[src/hdl/audio_ctrl_cfg.svh]
`ifndef AUDIO_CTRL_CFG_SVH
`define AUDIO_CTRL_CFG_SVH

// eq structure
`define NUM_BANDS           4
`define GAIN_FRAC           14          // fraction bits of a gain
`define GAIN_RESET          16'h4000    // unity

// spi frame, rw bit + address + data
`define FRAME_BITS          16
`define ADDR_BITS           7
`define DATA_BITS           8

`define UNMAPPED_RD         8'h99       // read value of a hole in the map

// register map
`define ADDR_AUD_CONTROL    7'h00
`define ADDR_AUD_STATUS     7'h01       // read only
`define ADDR_EQ_SEL         7'h0e
`define ADDR_EQ_GAIN_LSB    7'h0f       // write fires the gain strobe
`define ADDR_EQ_GAIN_MSB    7'h10
`define ADDR_STATUS         7'h11       // read only, irq flag in bit 7
`define ADDR_TEST           7'h12
`define ADDR_INTERRUPT      7'h13       // read only, clear on read
`define ADDR_EQ_SCALER      7'h17

`endif

[src/hdl/audio_ctrl_pkg.sv]
package audio_ctrl_pkg;

    ////////////////////////////////////////////////////////////
    // register bus
    ////////////////////////////////////////////////////////////

    typedef logic [6:0] reg_addr_t;             // 7 bit register address
    typedef logic [7:0] reg_data_t;             // one register byte

    ////////////////////////////////////////////////////////////
    // audio path
    ////////////////////////////////////////////////////////////

    // pcm sample as it enters and leaves the subsystem
    typedef logic signed [15:0] sample_t;

    // band gain in q1.14, 16'h4000 is unity
    typedef logic signed [15:0] gain_t;

    // sample times gain after the >>> 14
    // two extra bits over a sample so -1 x -1 still fits
    typedef logic signed [17:0] band_out_t;

    typedef logic [1:0] band_sel_t;             // band index

endpackage

[src/hdl/reg_bus_if.sv]
interface reg_bus_if;
    import audio_ctrl_pkg::*;

    logic      rd_stb;      // one cycle, after the address bits
    logic      wr_stb;      // one cycle, after the data bits
    reg_addr_t addr;        // held until end of frame
    reg_data_t wdata;
    reg_data_t rdata;       // valid the cycle after rd_stb

    // spi side
    modport slave (output rd_stb, output wr_stb, output addr, output wdata,
                   input rdata);

    // register block side
    modport regs (input rd_stb, input wr_stb, input addr, input wdata,
                  output rdata);

endinterface

[src/hdl/spi_slave.sv]
`include "audio_ctrl_cfg.svh"

module spi_slave (
    input  logic        clk,
    input  logic        arst_n,
    input  logic        spi_clk,
    input  logic        cs_n,
    input  logic        mosi,
    output logic        miso,
    output logic        miso_oe,
    reg_bus_if.slave    bus
);
    import audio_ctrl_pkg::*;

    logic [1:0]           sclk_sync;      // two flop synchronizers
    logic [1:0]           cs_sync;
    logic [1:0]           mosi_sync;
    logic                 sclk_prev;      // for edge detect
    logic                 sclk_rise;
    logic                 sclk_fall;
    logic                 cs_act;
    logic                 sample_bit;
    logic                 addr_done;
    logic                 frame_done;
    logic [4:0]           bit_cnt;        // rising edges seen in this frame
    logic                 rw_q;           // 1 = read
    logic                 rd_load;        // rd_stb delayed, rdata now valid
    logic [`ADDR_BITS-1:0] shift_in;
    reg_data_t            shift_out;

    ////////////////////////////////////////////////////////////
    // pin sync and edge detect
    ////////////////////////////////////////////////////////////

    always_ff @(posedge clk or negedge arst_n) begin
        if (!arst_n) begin
            sclk_sync <= '0;
            cs_sync   <= '1;          // idle deselected
            mosi_sync <= '0;
            sclk_prev <= 1'b0;
        end else begin
            sclk_sync <= {sclk_sync[0], spi_clk};
            cs_sync   <= {cs_sync[0], cs_n};
            mosi_sync <= {mosi_sync[0], mosi};
            sclk_prev <= sclk_sync[1];
        end
    end

    assign sclk_rise  = sclk_sync[1] & ~sclk_prev;
    assign sclk_fall  = ~sclk_sync[1] & sclk_prev;
    assign cs_act     = ~cs_sync[1];
    assign sample_bit = cs_act & sclk_rise;     // mode 0 samples on rise
    assign addr_done  = sample_bit && (bit_cnt == 5'(`ADDR_BITS));
    assign frame_done = sample_bit && (bit_cnt == 5'(`FRAME_BITS - 1));

    ////////////////////////////////////////////////////////////
    // frame counter and strobes
    ////////////////////////////////////////////////////////////

    always_ff @(posedge clk or negedge arst_n) begin
        if (!arst_n) begin
            bit_cnt    <= '0;
            rw_q       <= 1'b0;
            rd_load    <= 1'b0;
            bus.rd_stb <= 1'b0;
            bus.wr_stb <= 1'b0;
        end else begin
            rd_load    <= bus.rd_stb;
            bus.rd_stb <= addr_done & shift_in[`ADDR_BITS-1];
            bus.wr_stb <= frame_done & ~rw_q;   // never fires on a cut frame
            if (!cs_act) begin
                bit_cnt <= '0;
            end else if (sclk_rise && bit_cnt != 5'(`FRAME_BITS)) begin
                bit_cnt <= bit_cnt + 5'd1;      // stops at a full frame
            end
            if (addr_done) rw_q <= shift_in[`ADDR_BITS-1];
        end
    end

    // shift register and bus payload
    always_ff @(posedge clk) begin
        if (sample_bit) shift_in <= {shift_in[`ADDR_BITS-2:0], mosi_sync[1]};
        if (addr_done)  bus.addr <= {shift_in[`ADDR_BITS-2:0], mosi_sync[1]};
        if (frame_done) bus.wdata <= {shift_in[`DATA_BITS-2:0], mosi_sync[1]};
    end

    // read data out, msb first
    always_ff @(posedge clk or negedge arst_n) begin
        if (!arst_n) begin
            shift_out <= '0;
        end else if (!cs_act) begin
            shift_out <= '0;
        end else if (rd_load) begin
            shift_out <= bus.rdata;             // msb up before next fall
        end else if (sclk_fall && bit_cnt > 5'(`FRAME_BITS - `DATA_BITS)) begin
            shift_out <= {shift_out[`DATA_BITS-2:0], 1'b0};
        end
    end

    assign miso    = shift_out[`DATA_BITS-1];
    assign miso_oe = cs_act;

    // one access per frame
    a_no_rd_wr: assert property (@(posedge clk) disable iff (!arst_n)
        !(bus.rd_stb && bus.wr_stb));

endmodule

[src/hdl/ctrl_regs.sv]
`include "audio_ctrl_cfg.svh"

module ctrl_regs (
    input  logic                      clk,
    input  logic                      arst_n,
    reg_bus_if.regs                   bus,
    input  audio_ctrl_pkg::reg_data_t aud_status,
    input  audio_ctrl_pkg::reg_data_t irq_in,
    output audio_ctrl_pkg::reg_data_t audio_control,
    output logic                      eq_wr_stb,
    output audio_ctrl_pkg::gain_t     eq_gain,
    output audio_ctrl_pkg::band_sel_t eq_sel,
    output logic [2:0]                eq_scaler
);
    import audio_ctrl_pkg::*;

    reg_data_t eq_sel_q;
    reg_data_t gain_lsb_q;
    reg_data_t gain_msb_q;
    reg_data_t test_q;
    reg_data_t eq_scaler_q;
    reg_data_t irq_held;        // captured irq_in, cleared by read
    reg_data_t irq_prev;        // last sample of irq_in
    logic      irq_flag;
    logic      int_rd_dly;      // interrupt read seen last cycle

    ////////////////////////////////////////////////////////////
    // writable registers
    ////////////////////////////////////////////////////////////

    always_ff @(posedge clk or negedge arst_n) begin
        if (!arst_n) begin
            audio_control <= '0;
            eq_sel_q      <= '0;
            gain_lsb_q    <= '0;
            gain_msb_q    <= '0;
            test_q        <= '0;
            eq_scaler_q   <= '0;
        end else if (bus.wr_stb) begin
            case (bus.addr)
                `ADDR_AUD_CONTROL: audio_control <= bus.wdata;
                `ADDR_EQ_SEL:      eq_sel_q      <= bus.wdata;
                `ADDR_EQ_GAIN_LSB: gain_lsb_q    <= bus.wdata;
                `ADDR_EQ_GAIN_MSB: gain_msb_q    <= bus.wdata;
                `ADDR_TEST:        test_q        <= bus.wdata;
                `ADDR_EQ_SCALER:   eq_scaler_q   <= bus.wdata;
                default: ;                      // read only or unmapped
            endcase
        end
    end

    // read mux, rdata holds between reads
    always_ff @(posedge clk or negedge arst_n) begin
        if (!arst_n) begin
            bus.rdata <= '0;
        end else if (bus.rd_stb) begin
            case (bus.addr)
                `ADDR_AUD_CONTROL: bus.rdata <= audio_control;
                `ADDR_AUD_STATUS:  bus.rdata <= aud_status;
                `ADDR_EQ_SEL:      bus.rdata <= eq_sel_q;
                `ADDR_EQ_GAIN_LSB: bus.rdata <= gain_lsb_q;
                `ADDR_EQ_GAIN_MSB: bus.rdata <= gain_msb_q;
                `ADDR_STATUS:      bus.rdata <= {irq_flag, 7'b0};
                `ADDR_TEST:        bus.rdata <= test_q;
                `ADDR_INTERRUPT:   bus.rdata <= irq_held;
                `ADDR_EQ_SCALER:   bus.rdata <= eq_scaler_q;
                default:           bus.rdata <= `UNMAPPED_RD;
            endcase
        end
    end

    ////////////////////////////////////////////////////////////
    // gain strobe and interrupt capture
    ////////////////////////////////////////////////////////////

    // msb must already be written when the lsb arrives
    always_ff @(posedge clk or negedge arst_n) begin
        if (!arst_n) begin
            eq_wr_stb  <= 1'b0;
            int_rd_dly <= 1'b0;
        end else begin
            eq_wr_stb  <= bus.wr_stb && (bus.addr == `ADDR_EQ_GAIN_LSB);
            int_rd_dly <= bus.rd_stb && (bus.addr == `ADDR_INTERRUPT);
        end
    end

    // change detect against the last sample so a cleared value does not retrigger
    always_ff @(posedge clk or negedge arst_n) begin
        if (!arst_n) begin
            irq_prev <= '0;
            irq_held <= '0;
            irq_flag <= 1'b0;
        end else begin
            irq_prev <= irq_in;
            if (irq_in != irq_prev) begin       // new change wins over clear
                irq_held <= irq_in;
                irq_flag <= 1'b1;
            end else if (int_rd_dly) begin      // rdata already took the value
                irq_held <= '0;
                irq_flag <= 1'b0;
            end
        end
    end

    assign eq_gain   = {gain_msb_q, gain_lsb_q};
    assign eq_sel    = eq_sel_q[1:0];
    assign eq_scaler = eq_scaler_q[2:0];

    a_gain_stb_pulse: assert property (@(posedge clk) disable iff (!arst_n)
        eq_wr_stb |=> !eq_wr_stb);

endmodule

[src/hdl/eq_band.sv]
`include "audio_ctrl_cfg.svh"

module eq_band #(
    parameter int band_index = 0
) (
    input  logic                      clk,
    input  logic                      arst_n,
    input  logic                      in_valid,
    input  logic                      eq_wr_stb,
    input  audio_ctrl_pkg::sample_t   sample,
    input  audio_ctrl_pkg::gain_t     eq_gain,
    input  audio_ctrl_pkg::band_sel_t eq_sel,
    output audio_ctrl_pkg::band_out_t band_out,
    output logic                      out_valid
);
    import audio_ctrl_pkg::*;

    gain_t              gain_q;
    logic signed [31:0] product;        // full q1.14 product
    logic signed [31:0] product_sh;

    // gain load and valid pipe
    always_ff @(posedge clk or negedge arst_n) begin
        if (!arst_n) begin
            gain_q    <= `GAIN_RESET;           // unity
            out_valid <= 1'b0;
        end else begin
            out_valid <= in_valid;
            if (eq_wr_stb && eq_sel == band_sel_t'(band_index)) gain_q <= eq_gain;
        end
    end

    assign product    = sample * gain_q;
    assign product_sh = product >>> `GAIN_FRAC;   // drop fraction bits

    always_ff @(posedge clk) begin
        band_out <= product_sh[17:0];           // top bits are sign only
    end

endmodule

[src/hdl/eq_mixer.sv]
`include "audio_ctrl_cfg.svh"

module eq_mixer (
    input  logic                      clk,
    input  logic                      arst_n,
    input  logic                      in_valid,
    input  audio_ctrl_pkg::band_out_t band_out [`NUM_BANDS],
    input  logic [2:0]                eq_scaler,
    output audio_ctrl_pkg::sample_t   mix_out,
    output logic                      out_valid
);
    import audio_ctrl_pkg::*;

    // room for the sum of every band without wrap
    localparam int acc_w = $bits(band_out_t) + $clog2(`NUM_BANDS);
    localparam logic signed [acc_w-1:0] sat_max = acc_w'(32767);
    localparam logic signed [acc_w-1:0] sat_min = acc_w'(-32768);

    logic signed [acc_w-1:0] acc;
    logic signed [acc_w-1:0] scaled;

    always_comb begin
        acc = '0;
        for (int i = 0; i < `NUM_BANDS; i++) acc = acc + band_out[i];  // sign extends
    end

    assign scaled = acc >>> eq_scaler;          // arithmetic

    // saturate to 16 bit range
    always_ff @(posedge clk) begin
        if (scaled > sat_max)      mix_out <= 16'sh7fff;
        else if (scaled < sat_min) mix_out <= 16'sh8000;
        else                       mix_out <= scaled[15:0];
    end

    always_ff @(posedge clk or negedge arst_n) begin
        if (!arst_n) out_valid <= 1'b0;
        else         out_valid <= in_valid;
    end

    a_valid_lat: assert property (@(posedge clk) disable iff (!arst_n)
        out_valid == $past(in_valid));

endmodule

[src/hdl/audio_ctrl_top.sv]
`include "audio_ctrl_cfg.svh"

module audio_ctrl_top (
    input  logic                      clk,
    input  logic                      arst_n,
    input  logic                      spi_clk,
    input  logic                      cs_n,
    input  logic                      mosi,
    input  logic                      sample_valid,
    input  audio_ctrl_pkg::sample_t   sample,
    input  audio_ctrl_pkg::reg_data_t aud_status,
    input  audio_ctrl_pkg::reg_data_t irq_in,
    output logic                      miso,
    output logic                      miso_oe,
    output logic                      mix_valid,
    output audio_ctrl_pkg::sample_t   mix_out,
    output audio_ctrl_pkg::reg_data_t audio_control
);
    import audio_ctrl_pkg::*;

    logic                  eq_wr_stb;
    gain_t                 eq_gain;
    band_sel_t             eq_sel;
    logic [2:0]            eq_scaler;
    band_out_t             band_out [`NUM_BANDS];
    logic [`NUM_BANDS-1:0] band_valid;      // all bands in step

    reg_bus_if bus ();

    spi_slave u_spi (.clk, .arst_n, .spi_clk, .cs_n, .mosi, .miso, .miso_oe, .bus(bus));

    ctrl_regs u_regs (.clk, .arst_n, .bus(bus), .aud_status, .irq_in, .audio_control,
                      .eq_wr_stb, .eq_gain, .eq_sel, .eq_scaler);

    for (genvar i = 0; i < `NUM_BANDS; i++) begin : g_band
        eq_band #(.band_index(i)) u_band (.clk, .arst_n, .in_valid(sample_valid),
            .eq_wr_stb, .sample, .eq_gain, .eq_sel, .band_out(band_out[i]),
            .out_valid(band_valid[i]));
    end

    eq_mixer u_mixer (.clk, .arst_n, .in_valid(band_valid[0]), .band_out, .eq_scaler,
                      .mix_out, .out_valid(mix_valid));

endmodule

[config.mk]
export PLATFORM = sky130hd
export DESIGN_NAME = audio_ctrl_top
export DESIGN_NICKNAME = d
export VERILOG_FILES = /design/src/hdl/audio_ctrl_pkg.sv /design/src/hdl/reg_bus_if.sv /design/src/hdl/spi_slave.sv /design/src/hdl/ctrl_regs.sv /design/src/hdl/eq_band.sv /design/src/hdl/eq_mixer.sv /design/src/hdl/audio_ctrl_top.sv
export VERILOG_INCLUDE_DIRS = /design/src /design/src/hdl
export SDC_FILE = /design/constraint.sdc
export NUM_CORES = 2
export LEC_CHECK = 0
export BUFFER_PORTS_ARGS = -buffer_cell sky130_fd_sc_hd__buf_2
export CAP_MARGIN = 20
export CORE_ASPECT_RATIO = 0.7
export CORE_UTILIZATION = 40
export DETAILED_ROUTE_END_ITERATION = 16
export SYNTH_ARGS = -nofsm -noshare
export SYNTH_HDL_FRONTEND = slang
export SYNTH_SLANG_ARGS = --single-unit
[constraint.sdc]
create_clock -name clk -period 7.7 [get_ports clk]
set_clock_uncertainty 0.05 [all_clocks]
set_input_delay 1.155 -clock clk [delete_from_list [all_inputs] [get_ports clk]]
set_output_delay 1.155 -clock clk [all_outputs]
set_load 0.005 [all_outputs]
**Word-level counts from Yosys, hierarchy flattened**

Cells that the tools add are included.

- Flip-flop bits (word level): 275
- Output and inout bits: 27

- Add/subtract/negate cells: 4
- Multipliers: 4
- $lt $le $gt $ge: 3
- Equal/unequal tests: 15
- Shift-type cells: 1
- Muxes and demuxes: 11
- Bitwise operators: 9
- Reductions and logical operators: 21

Operators with widths:

| cell | count |
|---|---|
| 16-bit by 16-bit multiplier with 32-bit output | 4 |
| 8-bit one-hot mux with 9 select lines | 1 |
| 8-bit 2-to-1 mux | 5 |
| 7-bit by 5-bit equality test with 1-bit output (second input constant) | 5 |
| 19-bit by 18-bit adder with 20-bit output | 1 |
| 20-bit by 18-bit adder with 20-bit output | 1 |
| 20-bit by 16-bit > comparator with 1-bit output (second input constant) | 1 |
| 20-bit by 16-bit < comparator with 1-bit output (second input constant) | 1 |
| 20-bit by 3-bit >>> shifter with 20-bit output | 1 |
| 18-bit by 18-bit adder with 19-bit output | 1 |
| 16-bit 2-to-1 mux | 1 |
| 7-bit by 4-bit equality test with 1-bit output (second input constant) | 2 |
| 2-bit AND reduction | 6 |
| 1-bit logical AND | 10 |
| 5-bit 2-to-1 mux | 2 |
| 8-bit inequality test | 1 |
| 7-bit by 1-bit equality test with 1-bit output (second input constant) | 1 |
| 7-bit logical NOT | 1 |
| 5-bit by 1-bit adder with 5-bit output (second input constant) | 1 |
| 1-bit bitwise AND | 5 |
| 5-bit by 3-bit equality test with 1-bit output (second input constant) | 1 |
| 5-bit by 4-bit equality test with 1-bit output (second input constant) | 1 |
| 5-bit by 4-bit > comparator with 1-bit output (second input constant) | 1 |
| 5-bit inequality test (second input constant) | 1 |
| other kinds (7) | 13 |

**Logic depth before layout (Yosys ltp)**

- Depth in word-level cells: 6
- Mapped depth: 26
- Depth with buffers taken out: 24

**By module**

A second synthesis with hierarchy kept.

- Cell total of the unflattened synthesis: 5,351
- Area, all modules: 51,551.9 µm²

Modules (own cells, without submodules):

| module | instances | cells an instance | area an instance (µm²) |
|---|---|---|---|
| eq_band (g_band[1].u_band ...) | 2 | 1,141 | 10,785.3 |
| eq_band (g_band[0].u_band) | 1 | 1,150 | 10,744.1 |
| eq_band (g_band[3].u_band) | 1 | 1,102 | 10,536.4 |
| ctrl_regs | 1 | 294 | 3,577.2 |
| eq_mixer | 1 | 396 | 3,305.7 |
| spi_slave | 1 | 127 | 1,818.0 |

**Worst setup path after synthesis**

Ideal clock, no wire load.

- Kind: input-to-reg
- Start point: in sample[15]
- End point: reg g_band[2].u_band.band_out[16]
- Arrival time: 7,083 ps
- Path slack: 440 ps
- Stages on the path: 21
- Buffers on the path: 2
- Cells stage by stage: clkbuf_1 -> clkbuf_1 -> nand2_1 -> inv_1 -> fa_1 -> fa_1 -> fa_1 -> fa_1 -> fa_1 -> inv_1 -> fa_1 -> inv_1 -> ha_1 -> or3_1 -> a2111oi_0 -> nor3_1 -> a2111o_1 -> and2_1 -> nand3_1 -> o21ai_0 -> xor2_1

- Cells in the longest elaborated chain, start to end: 1

Ends and longest elaborated chain:

| what | RTL line | text |
|---|---|---|
| start, declared | audio_ctrl_top.sv:10 | `input audio_ctrl_pkg::sample_t sample,` |
| 16-bit by 16-bit multiplier with 32-bit output | eq_band.sv:33 | `assign product = sample * gain_q;` |
| net g_band[2].u_band.product[30] | eq_band.sv:19 | `logic signed [31:0] product;` |
| end signal, assigned | eq_band.sv:37 | `band_out <= product_sh[17:0];` |
| end, declared | eq_band.sv:13 | `output audio_ctrl_pkg::band_out_t band_out,` |

The timed path passes the listed nets, and every way through them passes these cells.
A chain may end at the register's enable or synchronous reset.

**Worst setup path in the final report**

Ends and elaborated chain as after synthesis.

==> results_dict.tcl <==
set metrics [dict create \
    ys_seq_area_share_pct 13.3 \
    cp-start-kind "primary input" \
    synth_area_um2 49400 \
    fin_area_um2 53200 \
    wl_per_cell_um 19.4 \
    final_cell_count_no_fill 6734 \
    antenna_found_initial 7 \
    critPathMaxStageDelay_ns 0.76 \
    cts_root_buf "clkbuf_16" \
    netlist_instances 5060 \
    path_max_fanout 27 \
    syn_area_per_cell_um2 9.76 \
    switching_share_pct 27.2 \
    core_region_area_um2 122000 \
    drv_slew 0 \
    pwr-share-comb_pct 7.4 \
    grt_first_pass_wirelength_um 212000 \
    grt_overflow 0 \
    path_buf_inv 5 \
    pwr-share-clk_pct 45.9 \
    drv_cap 0 \
    cts_tree "yes" \
    htreeDepth 1 \
    worstPathRequired_ns 8.13 \
    via_per_inst 4.93 \
    dpl_worst_slack_ns -0.0627 \
    cp_slowest_cell "fa_1" \
    synth_ff_type "dfrtp_1" \
    drt_iter0_drc 2366 \
    hold_class "flip-flop to flip-flop" \
    dp.cells 6678 \
    sequentialPowerShare_pct 46.6 \
    fill_cells 11800 \
    dp_hpwl_um 107000 \
    worst_pin_slew_ns 0.991 \
    grt_pass1_vias 35800 \
    status "finished clean" \
    firstDrtPassIters 5 \
    path_delay_family "adder cells" \
    synth_cell_types 77 \
    cts.clk_slew.worst_paths_ns 0.07 \
    grt_max_degree 67 \
    p_sw_uw 856 \
    dpl_cell_area_um2 52300 \
    rsz0062_at_grt "no" \
    layout-drive-gt1-share_pct 7.67 \
    io_pins 65 \
    setup_viol 0 \
    cts_made_buffers 27 \
    total_power_uw 3150 \
    drt-total-wl_um 130000 \
    synth_area_leaders "fa_1, inv_1, ha_1" \
    die-width_um 422 \
    nets 6531 \
    fin_ws_ns 0.480 \
    clock-sinks 275 \
    synth_edf_count 22 \
    yosys_warnings 0 \
    min_period_ns 7.22 \
    clock_latency_ns 0.62 \
    synth_commonest_cells "inv_1, fa_1, nand2_1" \
    finalHoldViolations 0 \
    place.gp.congestion 0.889 \
    dieArea_um2 125000 \
    cp_common_cell "fa_1" \
    numPortBuffers 64 \
    relSlewSlack_pct 33.7 \
    antenna_left 0 \
    areaGrowthSynthToFinish_pct 7.75 \
    synth-seq-cells 275 \
    syn_nets 6517 \
    worstPathArrival_ns 7.65 \
    leakage_uw 0.0283 \
    rows 107 \
    path_cells "buf_2 > buf_12 > nand2_1 > inv_1 > fa_1 > fa_1 > fa_1 > fa_1 > fa_1 > inv_1 > fa_1 > inv_1 > ha_1 > a21o_1 > or3_1 > a2111oi_0 > nor3_1 > a2111o_1 > and2_1 > nand3_1 > o21ai_0 > xor2_1" \
    grt_usage_pct 22.0 \
    vias 33200 \
    path_class "primary input to flip-flop" \
    power_density_nw_per_um2 59.2 \
    synth_top_area_share_pct 43.8 \
    holdBufCountCts 0 \
    yosysTopAreaCell "fa_1" \
    p_int_uw 2290 \
    irDropWorstVdd_mv 0.158 \
    cts_max_path_buffers 3 \
    min_period_over_period_pct 93.8 \
    end_kind "flip-flop" \
    die_h_um 296 \
    start_util_pct 40.5 \
    async_flop_share_pct 60.0 \
    synth.most_common_cell "inv_1" \
    drc 0 \
    cts_resized 0 \
    post-cts-setup-buffers 0 \
    fmax_mhz 139 \
]
## layout by cell type (no fill, tap or decap), types with 6 or more instances in the layout
cell       instances
nor2_1           125
xor2_1            28
a21o_1            32
a221oi_1           7
buf_12            26
mux2_2           116
nor3_1            20
a211oi_1          11
clkbuf_16         27
inv_1           1269
and3_1            13
o21ai_2           11
ha_1             338
nand3b_1          12
xnor2_1          109
dfstp_2            6
nand3_1           20
a21oi_1           80
mux2i_1           44
o21bai_1           9
dfrtp_1          159
edfxtp_1          22
nand2b_1          27
nand2_1          527
nand4_1           15
buf_2             63
dfxtp_1           88
and2_1           481
a211o_1            6
o21ai_0           58
o21a_1            13
buf_4            106
o22ai_1           11
fa_1            1081
nor2b_1           13
## worst paths after layout
kind	start	slack, ns	to	depth (start not counted)
worst max-delay path	sample[15]	0.48	g_band[2].u_band.band_out[16]	22
worst min-delay path	g_band[0].u_band.out_valid	0.30	u_mixer.out_valid	0
worst max register to register	g_band[2].u_band.gain_q[4]	0.62	g_band[2].u_band.band_out[16]	20
worst min register to register	g_band[0].u_band.out_valid	0.30	u_mixer.out_valid	0
max in group asynchronous	arst_n	5.75	g_band[3].u_band.gain_q[8]	2
min in group asynchronous	arst_n	0.47	u_spi.shift_out[2]	1
## per-stage QoR
step           utilization (%)  TNS (ns)  hold slack (ns)
2_1_floorplan                -         0            0.281
6_report                  43.6         0            0.301
4_1_cts                   43.6         0            0.304
5_1_grt                   43.6         0            0.312
3_3_place_gp              42.8    -0.754            0.282
3_5_place_dp              42.8    -0.102            0.288
## cells by family after synthesis
logic type	share of synthesized area (%)
muxes	3.58
adders and majority gates	52.4
and+or+nand+nor	12.9
DFF	13.3
xor gates and xnor gates	2.43
buffers and inverters	11.3
AOI/OAI and AO/OA	4.16
## area by class of cell
cell class | count | area [um2] | area share [%]
antenna | 4 | 10.0 | 0.0188
tap | 1635 | 2050 | 3.84
clock inverter | 19 | 204 | 0.383
timing repair buffer | 197 | 1660 | 3.12
sequential | 275 | 6560 | 12.3
multi-input combinational | 3302 | 37300 | 70.0
inverter | 1271 | 4770 | 8.96
clock buffer | 31 | 701 | 1.32
## worst reg2reg max path: cells and delay by family (launching register included)
family | cells | cell delay, ns
compound gates | 4 | 1.29
xor+xnor | 1 | 0.16
fa+ha+maj | 7 | 3.34
buf+inv | 3 | 0.17
flops | 1 | 0.80
simple gates | 5 | 1.15
## per-layer routing
metal / routed length, um / GRT usage, % / up-vias
met4: 1780 / 2.99 / 0
met5: 0 / 0 / -
met2: 51800 / 30.3 / 1188
li1: - / - / 14900
met3: 13800 / 6.27 / 97
met1: 63000 / 34.3 / 17000
## sequential cells by signal, indices dropped and copies added, names as in the netlist, 2 cells and up
name                    flops
g_band.u_band.band_out     72
g_band.u_band.gain_q       64
u_mixer.mix_out            16
u_regs.audio_control        8
u_regs.bus.rdata            8
u_regs.eq_scaler_q          8
u_regs.eq_sel_q             8
u_regs.gain_lsb_q           8
u_regs.gain_msb_q           8
u_regs.irq_held             8
u_regs.irq_prev             8
u_regs.test_q               8
u_spi.bit_cnt               5
u_spi.bus.addr              7
u_spi.bus.wdata             8
u_spi.cs_sync               2
u_spi.mosi_sync             2
u_spi.sclk_sync             2
u_spi.shift_in              7
u_spi.shift_out             8
## power by group through the flow
stage	clock network, uW	logic, uW	registers, uW
floorplan	0	76.2	1500
global placement	0	229	1500
detailed placement	0	231	1500
CTS	1470	231	1470
global route	1520	245	1470
finish	1450	234	1470
(Power assumes the default switching activity.)
